File: src/hw/cache_pkg.sv
/*
 * shared cache types
 * address field vectors, line and word vectors
 * decoded request and refill request structs
 * response source and controller state enums
 */
package cache_pkg;

    // byte address and its fields
    typedef logic [31:0]  addr_t;
    typedef logic [19:0]  tag_t;
    typedef logic [5:0]   index_t;
    typedef logic [3:0]   offset_t;

    // tag and index together, the line address
    typedef logic [25:0]  line_key_t;

    typedef logic [511:0] line_t;
    typedef logic [31:0]  word_t;

    // decoded request, byte bits dropped
    typedef struct packed {
        tag_t    tag;
        index_t  index;
        offset_t offset;
    } dec_req_t;

    // refill request towards memory
    typedef struct packed {
        line_key_t key;
    } mem_req_t;

    typedef enum logic [1:0] {
        SRC_L1     = 2'd0,
        SRC_VICTIM = 2'd1,
        SRC_MEM    = 2'd2
    } resp_src_t;

    typedef enum logic [1:0] {
        IDLE        = 2'd0,
        LOOKUP      = 2'd1,
        REFILL_WAIT = 2'd2,
        REFILL_DONE = 2'd3
    } ctrl_state_t;

endpackage

File: src/hw/req_decode.sv
/*
 * request decode stage
 * registers the request strobe and address, splits tag, index, word offset
 */
module req_decode import cache_pkg::*; (
    input  logic     clk,
    input  logic     rstn,
    input  logic     req_valid,
    input  addr_t    req_addr,
    output logic     dec_valid,
    output dec_req_t dec
);

    localparam int OFFSET_LSB = 2;
    localparam int INDEX_LSB  = OFFSET_LSB + $bits(offset_t);
    localparam int TAG_LSB    = INDEX_LSB + $bits(index_t);

    dec_req_t dec_next;

    // address split, bits [1:0] are the byte within the word
    always_comb begin
        dec_next.tag    = req_addr[TAG_LSB +: $bits(tag_t)];
        dec_next.index  = req_addr[INDEX_LSB +: $bits(index_t)];
        dec_next.offset = req_addr[OFFSET_LSB +: $bits(offset_t)];
    end

    // strobe lasts exactly one cycle
    always_ff @(posedge clk) begin
        if (!rstn) begin
            dec_valid <= 1'b0;
        end else begin
            dec_valid <= req_valid;
        end
    end

    // fields stay put until the next request
    always_ff @(posedge clk) begin
        if (req_valid) begin
            dec <= dec_next;
        end
    end

endmodule

File: config.mk
export PLATFORM = sky130hd
export DESIGN_NAME = req_decode
export DESIGN_NICKNAME = d
export VERILOG_FILES = /design/src/hw/cache_pkg.sv /design/src/hw/req_decode.sv
export SDC_FILE = /design/constraint.sdc
export NUM_CORES = 1
export LEC_CHECK = 0
export BUFFER_PORTS_ARGS = -buffer_cell sky130_fd_sc_hd__buf_2
export CORE_MARGIN = 5
export CORE_UTILIZATION = 42
export DETAILED_ROUTE_END_ITERATION = 12
export GPL_ROUTABILITY_DRIVEN = 0
export PLACE_DENSITY = 0.89
export SLEW_MARGIN = 10
export SYNTH_ARGS = -nofsm -noshare
export SYNTH_HDL_FRONTEND = slang
export SYNTH_SLANG_ARGS = --single-unit
File: constraint.sdc
create_clock -name clk -period 0.99 [get_ports clk]
set_input_delay 0.099 -clock clk [delete_from_list [all_inputs] [get_ports clk]]
set_output_delay 0.099 -clock clk [all_outputs]
set_load 0.01 [all_outputs]
* Word-level counts from Yosys, hierarchy flattened *
Index checks and enable logic that the tools add are counted.

word-level totals
  register bits = 31
  bits of input ports = 35

* Logic depth before layout (Yosys ltp) *
  depth after elaboration = 0
  depth in mapped cells = 1
  mapped depth without buffers = 1

* Least setup slack after synthesis *
No wires, ideal clock.

  path kind = register to output
  start point = register dec[0] (netlist bit)
  end point = output dec[0] (netlist bit)
  cell stages (with the launch flop) = 1
  slack = 497 ps
  required time = 891 ps
  data arrival time = 394 ps
  buffers on the path = 0
  cell sequence = edfxtp_1

RTL lines
  what                    RTL line          source
  start, declared         req_decode.sv:11  output dec_req_t dec
  start signal, assigned  req_decode.sv:39  dec <= dec_next;

No word-level cell between the ends.

* Worst setup path after layout *
  start point = register dec[14] (netlist bit)
  end point = output dec[14] (netlist bit)

No word-level cell between the ends.

==> flow_summary.toml <==
[synth]
syn_area_sq_um = 927
synth_mux_area_share_pct = 0
ys_seq_area_share_pct = 99.3
yosysTopAreaCellShare_pct = 97.2
syn_nets = 67
ys_warn_count = 0
ys_types = 3
synth.avg_cell_area_sq_um = 29.0
synth_simple_gate_area_share_pct = 0.675
syn_inst = 32
yosys.area_share.xor_xnor_pct = 0
synth.largest_area_cell = "edfxtp_1"
synth-compound-area-share_pct = 0
synth-seq-cells = 31
synth_top_family_by_area = "simple AND/OR/NAND/NOR gates"
synth_area_leaders = "edfxtp_1 97%, dfxtp_1 2.2%, and2_1 0.67%"
synth_fa_ha_area_share_pct = 0

[global_routing]
grt_max_degree = 17
grt_pass1_wl_um = 3810
first_global_vias = 803
overflow = 0
grt_use_total_pct = 16.7
grt_antenna_before_repair = 0

[placement]
dp_cells = 125
numPortBuffers = 63
pre_cts_ws_ns = 0.291

[layout]
drive_above_1_share_pct = 52.9
nets = 170
syn2layout_area_growth_pct = 82.1
layout_common_cells = "63 x buf_2, 31 x dlygate4sd3_1, 30 x edfxtp_1"
n_antenna_cell = 0
fill_cells = 135
instances_no_fill = 164
final_common_cell = "buf_2"

[route]
first_pass_iters = 4
drc = 0
vias_per_cell = 4.37
dr_total_vias = 717
drt-total-wl_um = 2420
ant_nets = 0
wl_per_cell_um = 14.7
first_iter_violations = 21

[floorplanning]
dieArea_sq_um = 3250
rows = 17
die_w_um = 57.0
core_region_area_sq_um = 2170
io_pins = 66
start_util_pct = 42.7
die_h_um = 57.0

[power]
comb_power_share_pct = 13.2
power_leakage_uw = 0.000737
power_density_nw_per_um2 = 1580
p_sw_share_pct = 21.5
p_sw_uw = 576
seq_power_share_pct = 58.9
p_total_uw = 2670
clkPwrFrac_pct = 27.9
internal_power_uw = 2100
peakVddDrop_uv = 1530

[timing]
relSlewSlack_pct = 92.3
tns_ns = 0
worst_slew_pin_slew_ns = 0.116
min_period_ns = 0.989
fin_ws_ns = 0.00122
slew_violations = 0
finalCritPeriodShare_pct = 99.9
setup_viol_count_final = 0
max_freq_mhz = 1010
finalHoldViolCount = 0
rsz0062_at_grt = "true"

[cts]
htree_levels = 2
cts_made_buffers = 5
clk_transition_reported_paths_ns = 0.10
cts_resized = 0
root_buffer = "clkbuf_4"
clock_path_buffers = 2
numClockSinks = 31
cts_tree = "done"

[critical_path]
crit_required_ns = 0.89
path_class = "flop to output pin"
crit_fanout = 1
timing.critical_path.arrival_ns = 0.89
cp-start-kind = "flop"
crit_buf_inv = 1
cp-end-kind = "output pin"
crit_family = "flip-flops"
cp_cell_sequence = "buf_2"
cp_slowest_cell = "edfxtp_1"
max_stage_delay_ns = 0.41

[status]
outcome = "completed"

[worst_hold_path]
min_path_type = "input pin to flop"

[flow_run]
max_cap_violations = 0
==> synthesized netlist by cell type <==
cell       n
and2_1     1
dfxtp_1    1
edfxtp_1  30
==> cell families (layout without fill, tap and decap cells) <==
logic type / after synthesis / count (layout)
buffers and inverters: 0 / 104
AND/OR/NAND/NOR: 1 / 1
flip-flops: 31 / 31
==> flip-flops by register name (all words and copies together), names as in the netlist <==
signal,count
dec_valid,1
dec,30
==> per-layer routing <==
layer / wire length, um / up-vias / GRT usage (%)
met2: 1180 / 51 / 26.6
met5: 0 / - / 0
met1: 834 / 328 / 16.5
li1: - / 334 / -
met4: 32 / 0 / 6.95
met3: 374 / 4 / 12.2
==> power by group through the flow <==
stage	clock network [uW]	logic [uW]	registers (uW)
finish	745	354	1570
global route	841	382	1580
CTS	769	352	1570
detailed placement	0	258	1600
global placement	0	252	1600
floorplan	0	1.30	1660
==> per-stage QoR <==
step	utilization, %	hold slack (ns)	area (sq um)
floorplan	-	0.198	927
global placement	60.7	0.275	1320
detailed placement	60.7	0.277	1320
CTS	77.8	0.185	1690
global route	77.8	0.181	1690
finish	77.8	0.198	1690
==> path summary, 6_finish.rpt <==
| kind | slack [ns] | startpoint | to | cells past startpoint |
|---|---|---|---|---|
| worst max-delay path | 0.001 | dec[14] | dec[14] | 1 |
| worst min-delay path | 0.20 | req_valid | dec[9] | 2 |
==> final cells by class <==
class / instances / area [sq um] / area share, %
clock inverter: 1 / 5.00 / 0.297
sequential: 31 / 921 / 54.6
multi-input combinational: 1 / 6.26 / 0.371
timing repair buffer: 96 / 666 / 39.4
tap: 28 / 35.0 / 2.08
clock buffer: 7 / 55.1 / 3.26
==> what timing repair did <==
item / in CTS / in global routing
endpoints found under the setup margin: 0 / 20
hold buffers: 31 / 0
buffers inserted: 0 / 0
endpoints found under the hold margin: 31 / 0
Power figures use the tool's default switching activity.
