[src/hw/cache_pkg.sv]
/*
 * shared cache types
 * address field vectors, line and word vectors
 * decoded request and refill request structs
 * response source and controller state enums
 */
package cache_pkg;

    // byte address and its fields
    typedef logic [31:0]  addr_t;
    typedef logic [19:0]  tag_t;
    typedef logic [5:0]   index_t;
    typedef logic [3:0]   offset_t;

    // tag and index together, the line address
    typedef logic [25:0]  line_key_t;

    typedef logic [511:0] line_t;
    typedef logic [31:0]  word_t;

    // decoded request, byte bits dropped
    typedef struct packed {
        tag_t    tag;
        index_t  index;
        offset_t offset;
    } dec_req_t;

    // refill request towards memory
    typedef struct packed {
        line_key_t key;
    } mem_req_t;

    typedef enum logic [1:0] {
        SRC_L1     = 2'd0,
        SRC_VICTIM = 2'd1,
        SRC_MEM    = 2'd2
    } resp_src_t;

    typedef enum logic [1:0] {
        IDLE        = 2'd0,
        LOOKUP      = 2'd1,
        REFILL_WAIT = 2'd2,
        REFILL_DONE = 2'd3
    } ctrl_state_t;

endpackage

[src/hw/victim_cache.sv]
/*
 * fully associative victim store
 * parallel key compare with lowest slot priority
 * swap in place on a victim hit, FIFO insertion by wrapping counter
 */
module victim_cache import cache_pkg::*; #(
    parameter int VICTIM_ENTRIES = 4
) (
    input  logic      clk,
    input  logic      rstn,

    // lookup
    input  line_key_t lookup_key,
    output logic      hit,
    output line_t     hit_line,

    // swap with the line leaving the main array
    input  logic      swap,
    input  logic      swap_valid,
    input  line_key_t swap_key,
    input  line_t     swap_line,

    // insertion of an evicted line
    input  logic      insert,
    input  line_key_t ins_key,
    input  line_t     ins_line
);

    localparam int PTR_W = (VICTIM_ENTRIES > 1) ? $clog2(VICTIM_ENTRIES) : 1;

    logic [VICTIM_ENTRIES-1:0] slot_valid;
    line_key_t                 slot_key  [VICTIM_ENTRIES];
    line_t                     slot_line [VICTIM_ENTRIES];

    logic [VICTIM_ENTRIES-1:0] match;
    logic [PTR_W-1:0]          hit_idx;
    logic [PTR_W-1:0]          ins_ptr;

    always_comb begin
        for (int i = 0; i < VICTIM_ENTRIES; i++) begin
            match[i] = slot_valid[i] && (slot_key[i] == lookup_key);
        end
    end

    // walk downwards so the lowest matching slot is left in hit_idx
    always_comb begin
        hit_idx = '0;
        for (int i = VICTIM_ENTRIES - 1; i >= 0; i--) begin
            if (match[i]) begin
                hit_idx = PTR_W'(i);
            end
        end
    end

    assign hit      = |match;
    assign hit_line = slot_line[hit_idx];

    // control state, counter stays still on a swap
    always_ff @(posedge clk) begin
        if (!rstn) begin
            slot_valid <= '0;
            ins_ptr    <= '0;
        end else begin
            if (swap) begin
                slot_valid[hit_idx] <= swap_valid;
            end
            if (insert) begin
                slot_valid[ins_ptr] <= 1'b1;
                if (ins_ptr == PTR_W'(VICTIM_ENTRIES - 1)) begin
                    ins_ptr <= '0;
                end else begin
                    ins_ptr <= ins_ptr + 1'b1;
                end
            end
        end
    end

    always_ff @(posedge clk) begin
        if (swap) begin
            slot_key[hit_idx]  <= swap_key;
            slot_line[hit_idx] <= swap_line;
        end
        if (insert) begin
            slot_key[ins_ptr]  <= ins_key;
            slot_line[ins_ptr] <= ins_line;
        end
    end

endmodule

[config.mk]
export PLATFORM = sky130hd
export DESIGN_NAME = victim_cache
export DESIGN_NICKNAME = d
export VERILOG_FILES = /design/src/hw/cache_pkg.sv /design/src/hw/victim_cache.sv
export SDC_FILE = /design/constraint.sdc
export NUM_CORES = 2
export LEC_CHECK = 0
export ABC_AREA = 1
export CAP_MARGIN = 5
export CORE_AREA = 2 2 626 628
export DETAILED_ROUTE_END_ITERATION = 10
export DIE_AREA = 0 0 628 630
export DONT_BUFFER_PORTS = 1
export RECOVER_POWER = 25
export SYNTH_ARGS = -nofsm -noshare
export SYNTH_HDL_FRONTEND = slang
export SYNTH_SLANG_ARGS = --single-unit
[constraint.sdc]
create_clock -name clk -period 47.3 [get_ports clk]
set_clock_uncertainty 0.05 [all_clocks]
set_input_delay 4.73 -clock clk [delete_from_list [all_inputs] [get_ports clk]]
set_output_delay 4.73 -clock clk [all_outputs]
set_load 0.02 [all_outputs]
* Yosys cells after proc, flatten, opt, wreduce, memory -nomap -nowiden
Memory sizes are Yosys's and may differ from the RTL's.
Cells that the tools add are included.
** Cells by class
- Add/subtract/negate cells :: 1
- Order comparisons :: 4
- Equality and inequality tests :: 5
- Mux-type cells :: 17
- Bitwise logic cells :: 1
- Reductions and logical operators :: 7
** Operator list (number)
- 26-bit == test :: 4
- 4-bit two-way mux :: 3
- 2-bit two-way mux :: 5
- 1-bit logical AND :: 6
- 2-bit by 3-bit less-than comparator with 1-bit output, second input constant :: 2
- 1-bit two-way mux :: 6
- 4-bit bitwise mux :: 1
- 1-bit demux with 2-bit select :: 2
- 2-bit by 1-bit greater-or-equal comparator with 1-bit output, second input constant :: 2
- 4-bit bitwise OR :: 1
- 4-bit OR reduction :: 1
- 2-bit by 1-bit adder with 2-bit output, second input constant :: 1
- 2-bit == test, second input constant :: 1
** Word-level totals
- Register bits :: 6
- RAM bits :: 2152
- Bits of input ports :: 1107
- Memories :: 2
** Memory list
- slot_line :: depth 4, bits a word 512, rd ports 1, clocked after memory_dff 0, write ports 2, line victim_cache.sv:33 : line_t slot_line [VICTIM_ENTRIES];
- slot_key :: depth 4, bits a word 26, rd ports 4, clocked after memory_dff 0, write ports 2, line victim_cache.sv:32 : line_key_t slot_key [VICTIM_ENTRIES];

* Longest topological paths before layout
- Word-level depth :: 15
- Depth in mapped cells :: 18
- Gate-level depth less buffers :: 17

* Worst setup path before layout
OpenSTA, ideal clock, no wires.
- Path type :: input -> register
- Start point :: in lookup_key[18]
- End point :: mem slot_key[1][0] (netlist name) (enable)
- Setup time :: 2.185 ns
- Arrival time :: 42.994 ns
- Required time :: 45.065 ns
- Slack :: 2.071 ns
- Cell stages on the path :: 10
- Path buffers :: 1
- Cell sequence :: buf_2 > xnor2_1 > nand2_1 > nor2_1 > nand2_1 > nor2_1 > nand2_1 > nor2_1 > nand2_1 > o21ai_0
** RTL lines
- from (decl) :: line victim_cache.sv:13 : input line_key_t lookup_key,
- to (decl) :: line victim_cache.sv:32

==> results.tsv <==
stage	metric	value	unit
status	status	complete, but fails checks	
status	failed_checks	max-capacitance violations, max-slew violations	
yosys	ys_top_cells_by_area	edfxtp_1, nand2_1, o21ai_0	
sta	maxSlewViolCount	2554	
clock_network	cts_setup_buffers	0	
sta	fin_crit	16.60	ns
critical_path	cp_top_family	buffers and inverters	
clock_network	cts_made_buffers	245	
clock_network	clockRootBuffer	clkbuf_16	
floorplanning	dieArea	0.396	sq mm
critical_path	crit_path_max_incr_delay	6.37	ns
critical_path	reg2reg_slack	33.89	ns
critical_path	reg2reg_to	slot_line[3][185]	
critical_path	worstRegToRegCells	7	
clock_network	insertion_delay	0.99	ns
critical_path	end_kind	flop	
critical_path	critical_path_class	input port to flop	
yosys	synthesis.nets	12100	
sta	max_freq	60.3	MHz
routing	final_antenna_net_count	0	
yosys	yosysTopAreaCellShare	63.0	%
floorplanning	io_pins	1620	
critical_path	critPathLaunch	insert	
layout	nets	11800	
sta	hold_viol	0	
placed_design	dpl_cell_area	0.107	sq mm
critical_path	cp.buffers_inverters	4	
yosys	synth_edf_count	2152	
routing	route.met2.wl	200	mm
sta	setup_violations	0	
routing	avgRoutedWirePerCell	27.4	um
critical_path	crit_cells	6	
layout	syn2layout_area_growth	12.8	%
yosys	yosys.cell_count.top_type	nand2_1	
yosys	syn_avg_cell_area	9.30	sq um
pwr	ir_drop	0.0354	mV
clock_network	cts_tree	built	
critical_path	path_max_fanout	200	
clock_network	cts_buffer_depth	4	
layout	fin_area	0.116	sq mm
worst_hold_path	holdCritPathClass	flop to flop	
clock_network	h-tree-depth	4	
critical_path	crit_arrival	17.20	ns
clock_network	worst_setup_hold_path_clk_slew	0.07	ns
sta	finalCritPeriodShare	35.1	%
placed_design	place.gp.congestion	1.02	
routing	num_vias	80900	
pwr	pwr_density_cell	40.5	mW/mm^2
yosys	synth_area	0.103	sq mm
layout	multi_input_area	0.0324	sq mm
layout	utilization	29.8	%
run	maxCapViolCount	33	
routing	drc	0	
routing	drtPass1Iterations	6	
clock_network	hold_buffers	0	
routing	top_layer	met5	
yosys	synth.distinct_cells	32	
placed_design	numPortBuffers	0	
clock_network	clock_sinks	2158	
floorplanning	die-height	630	um
global_route	grt_max_degree	248	
routing	dr_wl_met3	58.6	mm
floorplanning	initial_core_util	26.4	%
sta	fin_hold_ws	0.489	ns
floorplanning	fp.dieW	628	um
routing	routed_via_density	4.96	
routing	wl_met1	158	mm
layout	final_layout_size_suffix_gt1_share	4.35	%
pwr	p_total	4690	uW
global_route	antenna_found_initial	171	
sta	tns	0	ns
yosys	synthCells	11000	
layout	fillers	40100	
critical_path	cp.required	47.90	ns
critical_path	r2r-start	ins_ptr[0]	
floorplanning	row_count	229	
global_route	overflow	0	
layout	seqCellArea	0.0647	sq mm
critical_path	start_kind	input port	
sta	tightest_slew	9.00	ns
placed_design	dpl.hpwl	321	mm
critical_path	worst_path_max_delay_cell	clkbuf_1	
global_route	grtUsageTotal	21.6	%
floorplanning	coreArea	0.388	sq mm
global_route	grt_pass1_vias	73300	
sta	rsz0062_at_grt	no	
yosys	async_flop_share	0	%
routing	drt_iter0_drc	8632	
global_route	grt_pass1_wl	606	mm
critical_path	crit_end	slot_line[3][185]	
yosys	ys.flop_type	edfxtp_1	
yosys	synth_warnings	0	
sta	relSlewSlack	-500	%
clock_network	post_cts_resized	0	
yosys	seq_area_frac_synth	63.1	%
yosys	synth.largest_area_cell	edfxtp_1	
yosys	synth_commonest_cells	nand2_1, o21ai_0, edfxtp_1	
critical_path	worstPathCellList	nand2_1 > clkbuf_1 > clkbuf_1 > buf_4 > buf_4 > o21ai_0	
yosys	ys_ff_latch	2158	
pwr	p_leak	0.0443	uW
routing	routed_wl	447	mm
power breakdown:
group          leakage (uW)  total [uW]  switching [uW]  internal [uW]
sequential           0.0202        2270            27.8           2240
combinational        0.0202         482             370            112
clock               0.00393        1940             826           1110
total                0.0443        4690            1220           3470
state kept, by name, summed over array words and instances (netlist names):
name and count:
slot_key 104, slot_line 2048, slot_valid 4, ins_ptr 2
placed cells by master, fill, tap and decap left out, types with 2 or more instances in the layout:
cell           n
o2111ai_1      2
edfxtp_1    2152
nand3b_1       4
nand4_1      534
inv_2         14
clkbuf_1      74
nor3_1         6
ha_1           4
clkinv_4       5
xor2_1         2
clkinv_1      49
bufinv_16     26
xnor2_1       18
o21ai_0     2163
a21oi_4        2
inv_1        686
dfxtp_1        6
nand2_4        2
inv_16         3
clkbuf_8      10
clkinvlp_4    11
nand3_1       32
clkbuf_16    245
nor4_1         3
and2_1         5
a21oi_1        4
buf_4         84
o21ai_1        2
clkinv_2      42
diode_2      200
inv_6          7
buf_12        10
clkinv_16      5
inv_8          6
nand2_1     4570
nor2_1       102
per-stage QoR:
step	worst slack, ns	cells
global route	29.87	16200
global placement	31.75	15600
finish	30.70	16300
detailed placement	31.73	15600
CTS	31.71	16100
floorplan	2.07	11000
kinds of logic (layout without fill, tap and decap cells):
logic type,after synthesis,in the layout,synth area share (%)
adder cells (fa/ha/maj),4,4,0.0488
flip-flops,2158,2158,63.1
buffers and inverters,1409,1277,5.37
AO/OA/AOI/OAI,2176,2176,10.6
XOR/XNOR,20,20,0.171
AND/OR/NAND/NOR,5263,5263,20.7
other,0,200,0
worst reg2reg max path, delay by kind of cell (launching register included):
kind	cells	cell delay (ns)
AO/OA/AOI/OAI	1	0.33
adder cells (fa/ha/maj)	1	0.22
buffers and inverters	4	10.61
flip-flops	1	0.33
AND/OR/NAND/NOR	1	1.54
per-layer routing:
| metal | track usage (%) | vias to the layer above |
|---|---|---|
| met3 | 9.70 | 861 |
| met4 | 14.0 | 62 |
| met1 | 24.6 | 38700 |
| met2 | 32.9 | 4191 |
| met5 | 0 | - |
| li1 | - | 37100 |
area by class of cell:
class                           instances  share of cell area (%)
Antenna cell                          200                   0.432
Clock buffer                          301                    5.56
Clock inverter                        153                    1.41
Inverter                              701                    2.28
Multi-Input combinational cell       7463                    28.0
Sequential cell                      2158                    55.9
Tap cell                             5197                    5.62
Timing Repair Buffer                  122                   0.809
worst min-delay path by stage:
stage          startpoint    endpoint  slack, ns  cells after the start
2_1_floorplan  ins_ptr[1]  ins_ptr[1]       0.44                      2
3_3_place_gp   ins_ptr[1]  ins_ptr[1]       0.47                      2
3_5_place_dp   ins_ptr[1]  ins_ptr[1]       0.48                      2
4_1_cts        ins_ptr[1]  ins_ptr[1]       0.48                      2
5_1_grt        ins_ptr[1]  ins_ptr[1]       0.53                      2
6_report       ins_ptr[1]  ins_ptr[1]       0.49                      2
No activity file was read; power rests on OpenSTA's default activity.
