$ cat config.mk
export PLATFORM = sky130hd
export DESIGN_NAME = word_select
export DESIGN_NICKNAME = d
export VERILOG_FILES = /design/src/hw/cache_pkg.sv /design/src/hw/word_select.sv
export SDC_FILE = /design/constraint.sdc
export NUM_CORES = 1
export LEC_CHECK = 0
export BUFFER_PORTS_ARGS = -buffer_cell sky130_fd_sc_hd__clkbuf_2
export CAP_MARGIN = 20
export CORE_AREA = 10 10 210 212
export DETAILED_ROUTE_END_ITERATION = 6
export DIE_AREA = 0 0 220 222
export GPL_ROUTABILITY_DRIVEN = 0
export PLACE_DENSITY_LB_ADDON = 0.12
export SKIP_LAST_GASP = 1
export SYNTH_ARGS = -nofsm -noshare
export SYNTH_HDL_FRONTEND = slang
export SYNTH_SLANG_ARGS = --single-unit
$ cat constraint.sdc
create_clock -name clk -period 2.2 [get_ports clk]
set_clock_uncertainty 0.1 [all_clocks]
set_input_delay 0.44 -clock clk [delete_from_list [all_inputs] [get_ports clk]]
set_output_delay 0.44 -clock clk [all_outputs]
set_load 0.01 [all_outputs]
$ cat src/hw/cache_pkg.sv
/*
 * shared cache types
 * address field vectors, line and word vectors
 * decoded request and refill request structs
 * response source and controller state enums
 */
package cache_pkg;

    // byte address and its fields
    typedef logic [31:0]  addr_t;
    typedef logic [19:0]  tag_t;
    typedef logic [5:0]   index_t;
    typedef logic [3:0]   offset_t;

    // tag and index together, the line address
    typedef logic [25:0]  line_key_t;

    typedef logic [511:0] line_t;
    typedef logic [31:0]  word_t;

    // decoded request, byte bits dropped
    typedef struct packed {
        tag_t    tag;
        index_t  index;
        offset_t offset;
    } dec_req_t;

    // refill request towards memory
    typedef struct packed {
        line_key_t key;
    } mem_req_t;

    typedef enum logic [1:0] {
        SRC_L1     = 2'd0,
        SRC_VICTIM = 2'd1,
        SRC_MEM    = 2'd2
    } resp_src_t;

    typedef enum logic [1:0] {
        IDLE        = 2'd0,
        LOOKUP      = 2'd1,
        REFILL_WAIT = 2'd2,
        REFILL_DONE = 2'd3
    } ctrl_state_t;

endpackage

$ cat src/hw/word_select.sv
/*
 * result stage
 * picks the addressed word from the line, registers the response
 */
module word_select import cache_pkg::*; (
    input  logic      clk,
    input  logic      rstn,
    input  logic      res_valid,
    input  line_t     res_line,
    input  offset_t   res_offset,
    input  resp_src_t res_src,
    output logic      resp_valid,
    output word_t     resp_data,
    output resp_src_t resp_src
);

    localparam int WORD_W = $bits(word_t);

    word_t sel_word;

    // word k sits at bits 32k upward
    assign sel_word = res_line[res_offset * WORD_W +: WORD_W];

    always_ff @(posedge clk) begin
        if (!rstn) begin
            resp_valid <= 1'b0;
        end else begin
            resp_valid <= res_valid;
        end
    end

    always_ff @(posedge clk) begin
        if (res_valid) begin
            resp_data <= sel_word;
            resp_src  <= res_src;
        end
    end

endmodule

# Word-level counts from Yosys, hierarchy flattened
# Cells that the tools add are included.
classes:
  n_shift: 1
ops:
  columns: ["operator", "count"]
  rows:
  - ["indexed part select 512 x 10 -> 32 bit", 1]
totals:
  regBits: 35
  in_bits: 521
  output_inout_bits: 35
  word_cells: 4

# Longest topological paths before layout
# Gate-level depths: netlist of the first run.
depth:
  ltp_word: 1
  mapped_depth: 5
  mapped_depth_nobuf: 3

# Worst setup path before layout of the first run
# OpenSTA, ideal clock, no wires.
synth_path:
  path_kind: "input -> register"
  startpoint: "input port res_offset[0]"
  endpoint: "register resp_data[0] (data pin)"
  setup_time_ps: 259
  arrival_ps: 1614
  required_time_ps: 1841
  path_slack_ps: 227
  stages: 5
  n_path_buf: 2
  cell_sequence: "buf_2 -> buf_2 -> mux4_2 -> a22oi_1 -> nand2_1"
synth_via:
  elab_chain_len: 1
synth_rtl:
  columns: ["element", "line_no", "text"]
  rows:
  - ["start: declaration", "word_select.sv:10", "input offset_t res_offset,"]
  - ["indexed part select 512 x 10 -> 32 bit", "word_select.sv:22", "assign sel_word = res_line[res_offset * WORD_W +: WORD_W];"]
  - ["via sel_word[0]", "word_select.sv:19", "word_t sel_word;"]
  - ["end signal: assignment", "word_select.sv:34", "resp_data <= sel_word;"]
  - ["end: declaration", "word_select.sv:13", "output word_t resp_data,"]
# The timed path passes the listed nets, and every way through them passes these cells.
# A chain may end at the register's enable or synchronous reset.

# Worst setup path in the final report of the first run
layout_path:
  startpoint: "input port res_offset[0]"
  endpoint: "register resp_data[31] (data pin)"
# The elaborated chain is that of the path after synthesis.

==> impl_metrics.env, run 1 <==
export IMPL_status="finished, final reports clean"
export IMPL_drt_vias_per_instance=4.14
export IMPL_first_pass_iters=4
export IMPL_power_switching_mw=0.971
export IMPL_tritoncts="built"
export IMPL_first_pass_grt_wire_length_um=48600
export IMPL_synth_ff_latch_count=35
export IMPL_clock_sinks=35
export IMPL_critical_path_slowest_cell="mux4_2"
export IMPL_crit_type="in -> reg"
export IMPL_slew_headroom=0.314
export IMPL_layout_nets=1378
export IMPL_max_vdd_ir_drop_v=0.000219
export IMPL_post_drt_wl_per_cell_um=25.4
export IMPL_async_set_or_reset_register_ratio_after_synthesis=0
export IMPL_initial_utilization=0.120
export IMPL_synth_edf_count=34
export IMPL_holdCritPathClass="in -> reg"
export IMPL_drc_errors=0
export IMPL_first_global_vias=6627
export IMPL_cpPeakStageDelay_ns=0.50
export IMPL_clock_fmax_mhz=512
export IMPL_yosys_warnings=0
export IMPL_finalCriticalPeriod_ns=1.95
export IMPL_setup_viol=0
export IMPL_sequentialPowerShare=0.276
export IMPL_clockRootBuffer="clkbuf_16"
export IMPL_port_buffer_count=555
export IMPL_cts_htree_levels=2
export IMPL_synth_yosys_seq_area_share=0.219
export IMPL_number_of_cells_upsized_or_downsized_after_cts=0
export IMPL_pwr_share_clk=0.241
export IMPL_cp_cell_sequence="clkbuf_8, buf_12, buf_12, mux4_2, a22oi_1, nand2_1"
export IMPL_critPathRequiredTime_ns=2.15
export IMPL_rows=73
export IMPL_antenna_violations_before_repair=3
export IMPL_synth_cells_most_frequent="mux4_2 (128), a22oi_1 (64), edfxtp_1 (34)"
export IMPL_post_dp_hpwl_um=30800
export IMPL_final_hold_worst_slack_ns=0.222
export IMPL_synthFlopType="edfxtp_1"
export IMPL_rsz0062_at_grt="false"
export IMPL_final_core_util=0.215
export IMPL_antenna_violating_nets_post_route=0
export IMPL_chipWidth_um=220
export IMPL_layout_drive_gt1_share=0.843
export IMPL_fillers=4398
export IMPL_fin_cells=1385
export IMPL_drt_initial_drc_count=207
export IMPL_netSwitchingFraction=0.314
export IMPL_syn_cell_area_sq_um=4760
export IMPL_final_count_of_pins_violating_max_slew=0
export IMPL_synth_area_leader_cell="mux4_2"
export IMPL_placed_cells=1375
export IMPL_synth_top_cells_by_area="mux4_2 (61%), edfxtp_1 (21%), a22oi_1 (10%)"
export IMPL_synth_top_cell_area_share=0.606
export IMPL_mappedNetlistNets=828
export IMPL_groute_usage_overall=0.136
export IMPL_worst_setup_path_end_kind="register"
export IMPL_tns_ns=0
export IMPL_post_synth_num_cell_types=12
export IMPL_final_period_utilization=0.887
export IMPL_dieArea_sq_um=48800
export IMPL_cts_repair_timing_setup_buffer_count=0
export IMPL_post_synth_cell_area_avg_sq_um=15.5
export IMPL_start_point_of_the_worst_min_delay_path="res_src[0]"
export IMPL_post_synth_inst_count=307
export IMPL_die_height_um=222
export IMPL_finalWirelength_um=35100
export IMPL_cts_made_buffers=5
export IMPL_setup_worst_path_start_class="input pin"
export IMPL_max_clock_path_buffers=2
export IMPL_p_per_area_nw_per_um2=362
export IMPL_p_int_mw=2.12
export IMPL_overflow=0
export IMPL_critPathMostFrequentCell="buf_12"
export IMPL_arrival_ns=1.90
export IMPL_drv_max_cap_violation_count=0
export IMPL_leakage_nw=4.01
export IMPL_pwr_share_comb=0.483
export IMPL_synthMostInstantiatedCell="mux4_2"
export IMPL_postCtsHoldBufs=0
export IMPL_clkSlewWorstSetupHoldPaths_ns=0.07
export IMPL_floorplan_core_area_sq_um=39600
export IMPL_crit_buf_inv=3
export IMPL_peak_fanout_along_the_critical_path=17
export IMPL_min_to="resp_src[0]"
export IMPL_worst_pin_slew_ns=1.03
export IMPL_timing_hold_violations_final=0
export IMPL_flow_area_growth_from_synthesis_pct=79.4
export IMPL_grt_max_degree=40
export IMPL_cpLargestDelayFamily="buffers and inverters"
export IMPL_dr_total_vias=5729
export IMPL_hold_depth=1
export IMPL_design_portCount=556
-- state kept, by name, summed over array words and instances (netlist names) --
signal      count
resp_valid      1
resp_src        2
resp_data      32
-- how the worst max path moves through the flow --
stage	slack, ns	to	start	depth (start not counted)
4_1_cts	0.24	resp_data[31]	res_offset[0]	6
2_1_floorplan	0.23	resp_data[0]	res_offset[0]	5
6_report	0.25	resp_data[31]	res_offset[0]	6
3_5_place_dp	-0.08	resp_data[31]	res_offset[0]	6
5_1_grt	0.14	resp_data[17]	res_offset[0]	6
3_3_place_gp	-0.09	resp_data[31]	res_offset[0]	6
-- per-layer routing --
layer  wire length, um  vias up  track usage
li1                  -     2528            -
met5                20        -            0
met1             12900     2895        0.148
met4               476        2       0.0262
met3              2980       26       0.0415
met2             18800      278        0.253
-- cells in the final DEF, fill, tap and decap left out --
| master | n |
|---|---|
| a22oi_1 | 64 |
| and2_1 | 1 |
| and2_2 | 1 |
| buf_12 | 11 |
| buf_4 | 20 |
| buf_6 | 1 |
| clkbuf_1 | 1 |
| clkbuf_16 | 5 |
| clkbuf_2 | 553 |
| clkbuf_8 | 1 |
| clkinv_1 | 2 |
| dfxtp_1 | 1 |
| diode_2 | 2 |
| edfxtp_1 | 34 |
| mux4_2 | 128 |
| nand2_1 | 32 |
| nor2_4 | 1 |
| nor2b_4 | 2 |
-- cells by family after synthesis --
| kind of cell | count (synthesis) | share of synthesized area |
|---|---|---|
| AO/OA/AOI/OAI | 64 | 0.101 |
| buffers and inverters | 43 | 0.0431 |
| flip-flops | 35 | 0.219 |
| multiplexers | 128 | 0.606 |
| AND/OR/NAND/NOR | 37 | 0.0313 |
-- stage by stage --
step / setup WS (ns) / cell area (sq um) / total power, mW
final: 0.248 / 8540 / 3.09
after global routing: 0.142 / 8530 / 3.31
after CTS: 0.240 / 8530 / 3.20
after detailed placement: -0.0811 / 8400 / 2.39
after global placement: -0.0918 / 8400 / 2.39
after floorplan: 0.227 / 4760 / 1.56
-- power groups by stage --
stage / Combinational [mW] / Clock, mW / Sequential [mW]
final: 1.49 / 0.743 / 0.852
after global routing: 1.62 / 0.822 / 0.859
after CTS: 1.53 / 0.815 / 0.853
after detailed placement: 1.52 / 0 / 0.867
after global placement: 1.52 / 0 / 0.868
after floorplan: 0.650 / 0 / 0.910
-- area by class of cell --
| type | count | area (sq um) | share of cell area |
|---|---|---|---|
| clock inverter | 2 | 7.51 | 0.000879 |
| tap | 525 | 657 | 0.0769 |
| timing repair buffer | 586 | 3160 | 0.370 |
| sequential | 35 | 1040 | 0.122 |
| multi-input combinational | 229 | 3540 | 0.414 |
| antenna | 2 | 5.00 | 0.000586 |
| clock buffer | 6 | 129 | 0.0151 |
Note: power is estimated with default switching activity, not from simulation.
==> inputs of run 2 (changes only) <==
clock period = 2 ns   (was 2.2 ns; I/O delays follow)
==> run 2 against run 1 <==
  * First-iteration DRC count up 3.9%
  * Critical endpoint is now resp_data[21]
  * Cell count up 1.1%
  * Sequential power up 10%
  * Routed wire length up 0.26%
  * Flip-flop and latch count unchanged
  * Combinational power up 13%
  * Clock power up 12%
==> impl_metrics.env, run 2 (synthesis results as in run 1) <==
export IMPL_chipWidth_um=220
export IMPL_cts_made_buffers=5
export IMPL_first_global_vias=6790
export IMPL_grt_max_degree=40
export IMPL_start_point_of_the_worst_min_delay_path="res_src[1]"
export IMPL_first_pass_iters=4
export IMPL_drc_errors=0
export IMPL_finalWirelength_um=35200
export IMPL_status="finished, final reports clean"
export IMPL_drt_vias_per_instance=4.10
export IMPL_total_power_mw=3.45
export IMPL_setup_worst_path_start_class="input pin"
export IMPL_fillers=4431
export IMPL_worst_setup_path_end_kind="register"
export IMPL_cts_repair_timing_setup_buffer_count=0
export IMPL_min_to="resp_src[1]"
export IMPL_largest_register_ffs=32
export IMPL_multiInputGateArea_sq_um=3540
export IMPL_holdCritPathClass="in -> reg"
export IMPL_initial_utilization=0.120
export IMPL_drt_initial_drc_count=215
export IMPL_drv_max_cap_violation_count=0
export IMPL_port_buffer_count=555
export IMPL_most_common_library_cell_in_the_layout_ignoring_fill_and_taps="clkbuf_2"
export IMPL_tritoncts="built"
export IMPL_slew_headroom=0.303
export IMPL_placed_cell_area_sq_um=8560
export IMPL_design_portCount=556
export IMPL_crit_type="in -> reg"
export IMPL_post_drt_wl_per_cell_um=25.1
export IMPL_max_vdd_ir_drop_v=0.000231
export IMPL_cts_htree_levels=2
export IMPL_clock_sinks=35
export IMPL_dr_total_vias=5741
export IMPL_hold_depth=1
export IMPL_post_dp_hpwl_um=31000
export IMPL_rows=73
export IMPL_final_count_of_pins_violating_max_slew=0
export IMPL_dieArea_sq_um=48800
export IMPL_final_core_util=0.220
export IMPL_die_height_um=222
export IMPL_floorplan_core_area_sq_um=39600
export IMPL_groute_usage_overall=0.137
export IMPL_tns_ns=0
export IMPL_antenna_violations_before_repair=3
export IMPL_timing_hold_violations_final=0
export IMPL_max_flop_register="resp_data"
export IMPL_peak_fanout_along_the_critical_path=16
export IMPL_finalCriticalPeriod_ns=1.88
export IMPL_critPathRequiredTime_ns=1.95
export IMPL_most_frequent_cells_in_the_layout="clkbuf_2 (553), mux4_2 (128), a22oi_1 (64), edfxtp_1 (34), nand2_1 (32)"
export IMPL_clkSlewWorstSetupHoldPaths_ns=0.06
export IMPL_rsz0062_at_grt="false"
export IMPL_clockRootBuffer="clkbuf_16"
export IMPL_layout_top_registers="resp_data: 32 flops, resp_src: 2 flops, resp_valid: 1 flops"
export IMPL_antenna_violating_nets_post_route=0
export IMPL_layout_drive_gt1_share=0.845
export IMPL_flow_area_growth_from_synthesis_pct=82.9
export IMPL_setup_viol=0
export IMPL_final_period_utilization=0.940
export IMPL_max_clock_path_buffers=2
export IMPL_final_seq_area_sq_um=1040
export IMPL_layout_nets=1393
export IMPL_worst_pin_slew_ns=1.04
export IMPL_finalInstanceArea_sq_um=8700
export IMPL_clock_fmax_mhz=532
export IMPL_overflow=0
export IMPL_leakage_nw=4.10
export IMPL_first_pass_grt_wire_length_um=49000
export IMPL_p_per_area_nw_per_um2=396
export IMPL_arrival_ns=1.82
## run 2: worst max-delay path by stage
stage / end / slack [ns] / startpoint
3_3_place_gp: resp_data[21] / -0.25 / res_offset[0]
3_5_place_dp: resp_data[21] / -0.25 / res_offset[0]
2_1_floorplan: resp_data[0] / 0.07 / res_offset[0]
5_1_grt: resp_data[13] / 0.04 / res_offset[0]
4_1_cts: resp_data[21] / 0.07 / res_offset[0]
6_report: resp_data[21] / 0.12 / res_offset[0]
## run 2: metal layers
| metal | track usage | wire length [um] |
|---|---|---|
| met3 | 0.0368 | 2830 |
| met5 | 0 | 31 |
| met4 | 0.0209 | 251 |
| met1 | 0.152 | 13100 |
| met2 | 0.256 | 19000 |
## run 2: critical path: stages
cell and delay (ns):
clkbuf_8 0.18, buf_12 0.21, buf_6 0.17, mux4_2 0.49, a22oi_1 0.26, nand2_1 0.08
## run 2: what timing repair did
action,CTS,global route
hold endpoints to repair,0,0
hold buffers,0,0
resized for setup,0,1
setup endpoints to repair,0,1
## run 2: power by group
part           switching, mW  total [mW]  internal, mW
sequential            0.0255       0.940         0.915
clock                  0.373       0.830         0.457
combinational          0.688        1.68         0.989
total                   1.09        3.45          2.36
## run 2: final cells by class
cell class | count | area share
diodes | 2 | 0.000575
clock buffers | 6 | 0.0148
multi-input cells | 229 | 0.406
repair buffers | 601 | 0.382
flip-flops and latches | 35 | 0.120
clock inverters | 2 | 0.000862
well taps | 525 | 0.0755
## run 2: stage by stage
step,setup slack [ns],hold slack [ns],cells
2_1_floorplan,0.0673,0.399,307
3_3_place_gp,-0.252,0.479,1390
3_5_place_dp,-0.254,0.484,1390
4_1_cts,0.0664,0.168,1398
5_1_grt,0.0353,0.174,1399
6_report,0.121,0.184,1400
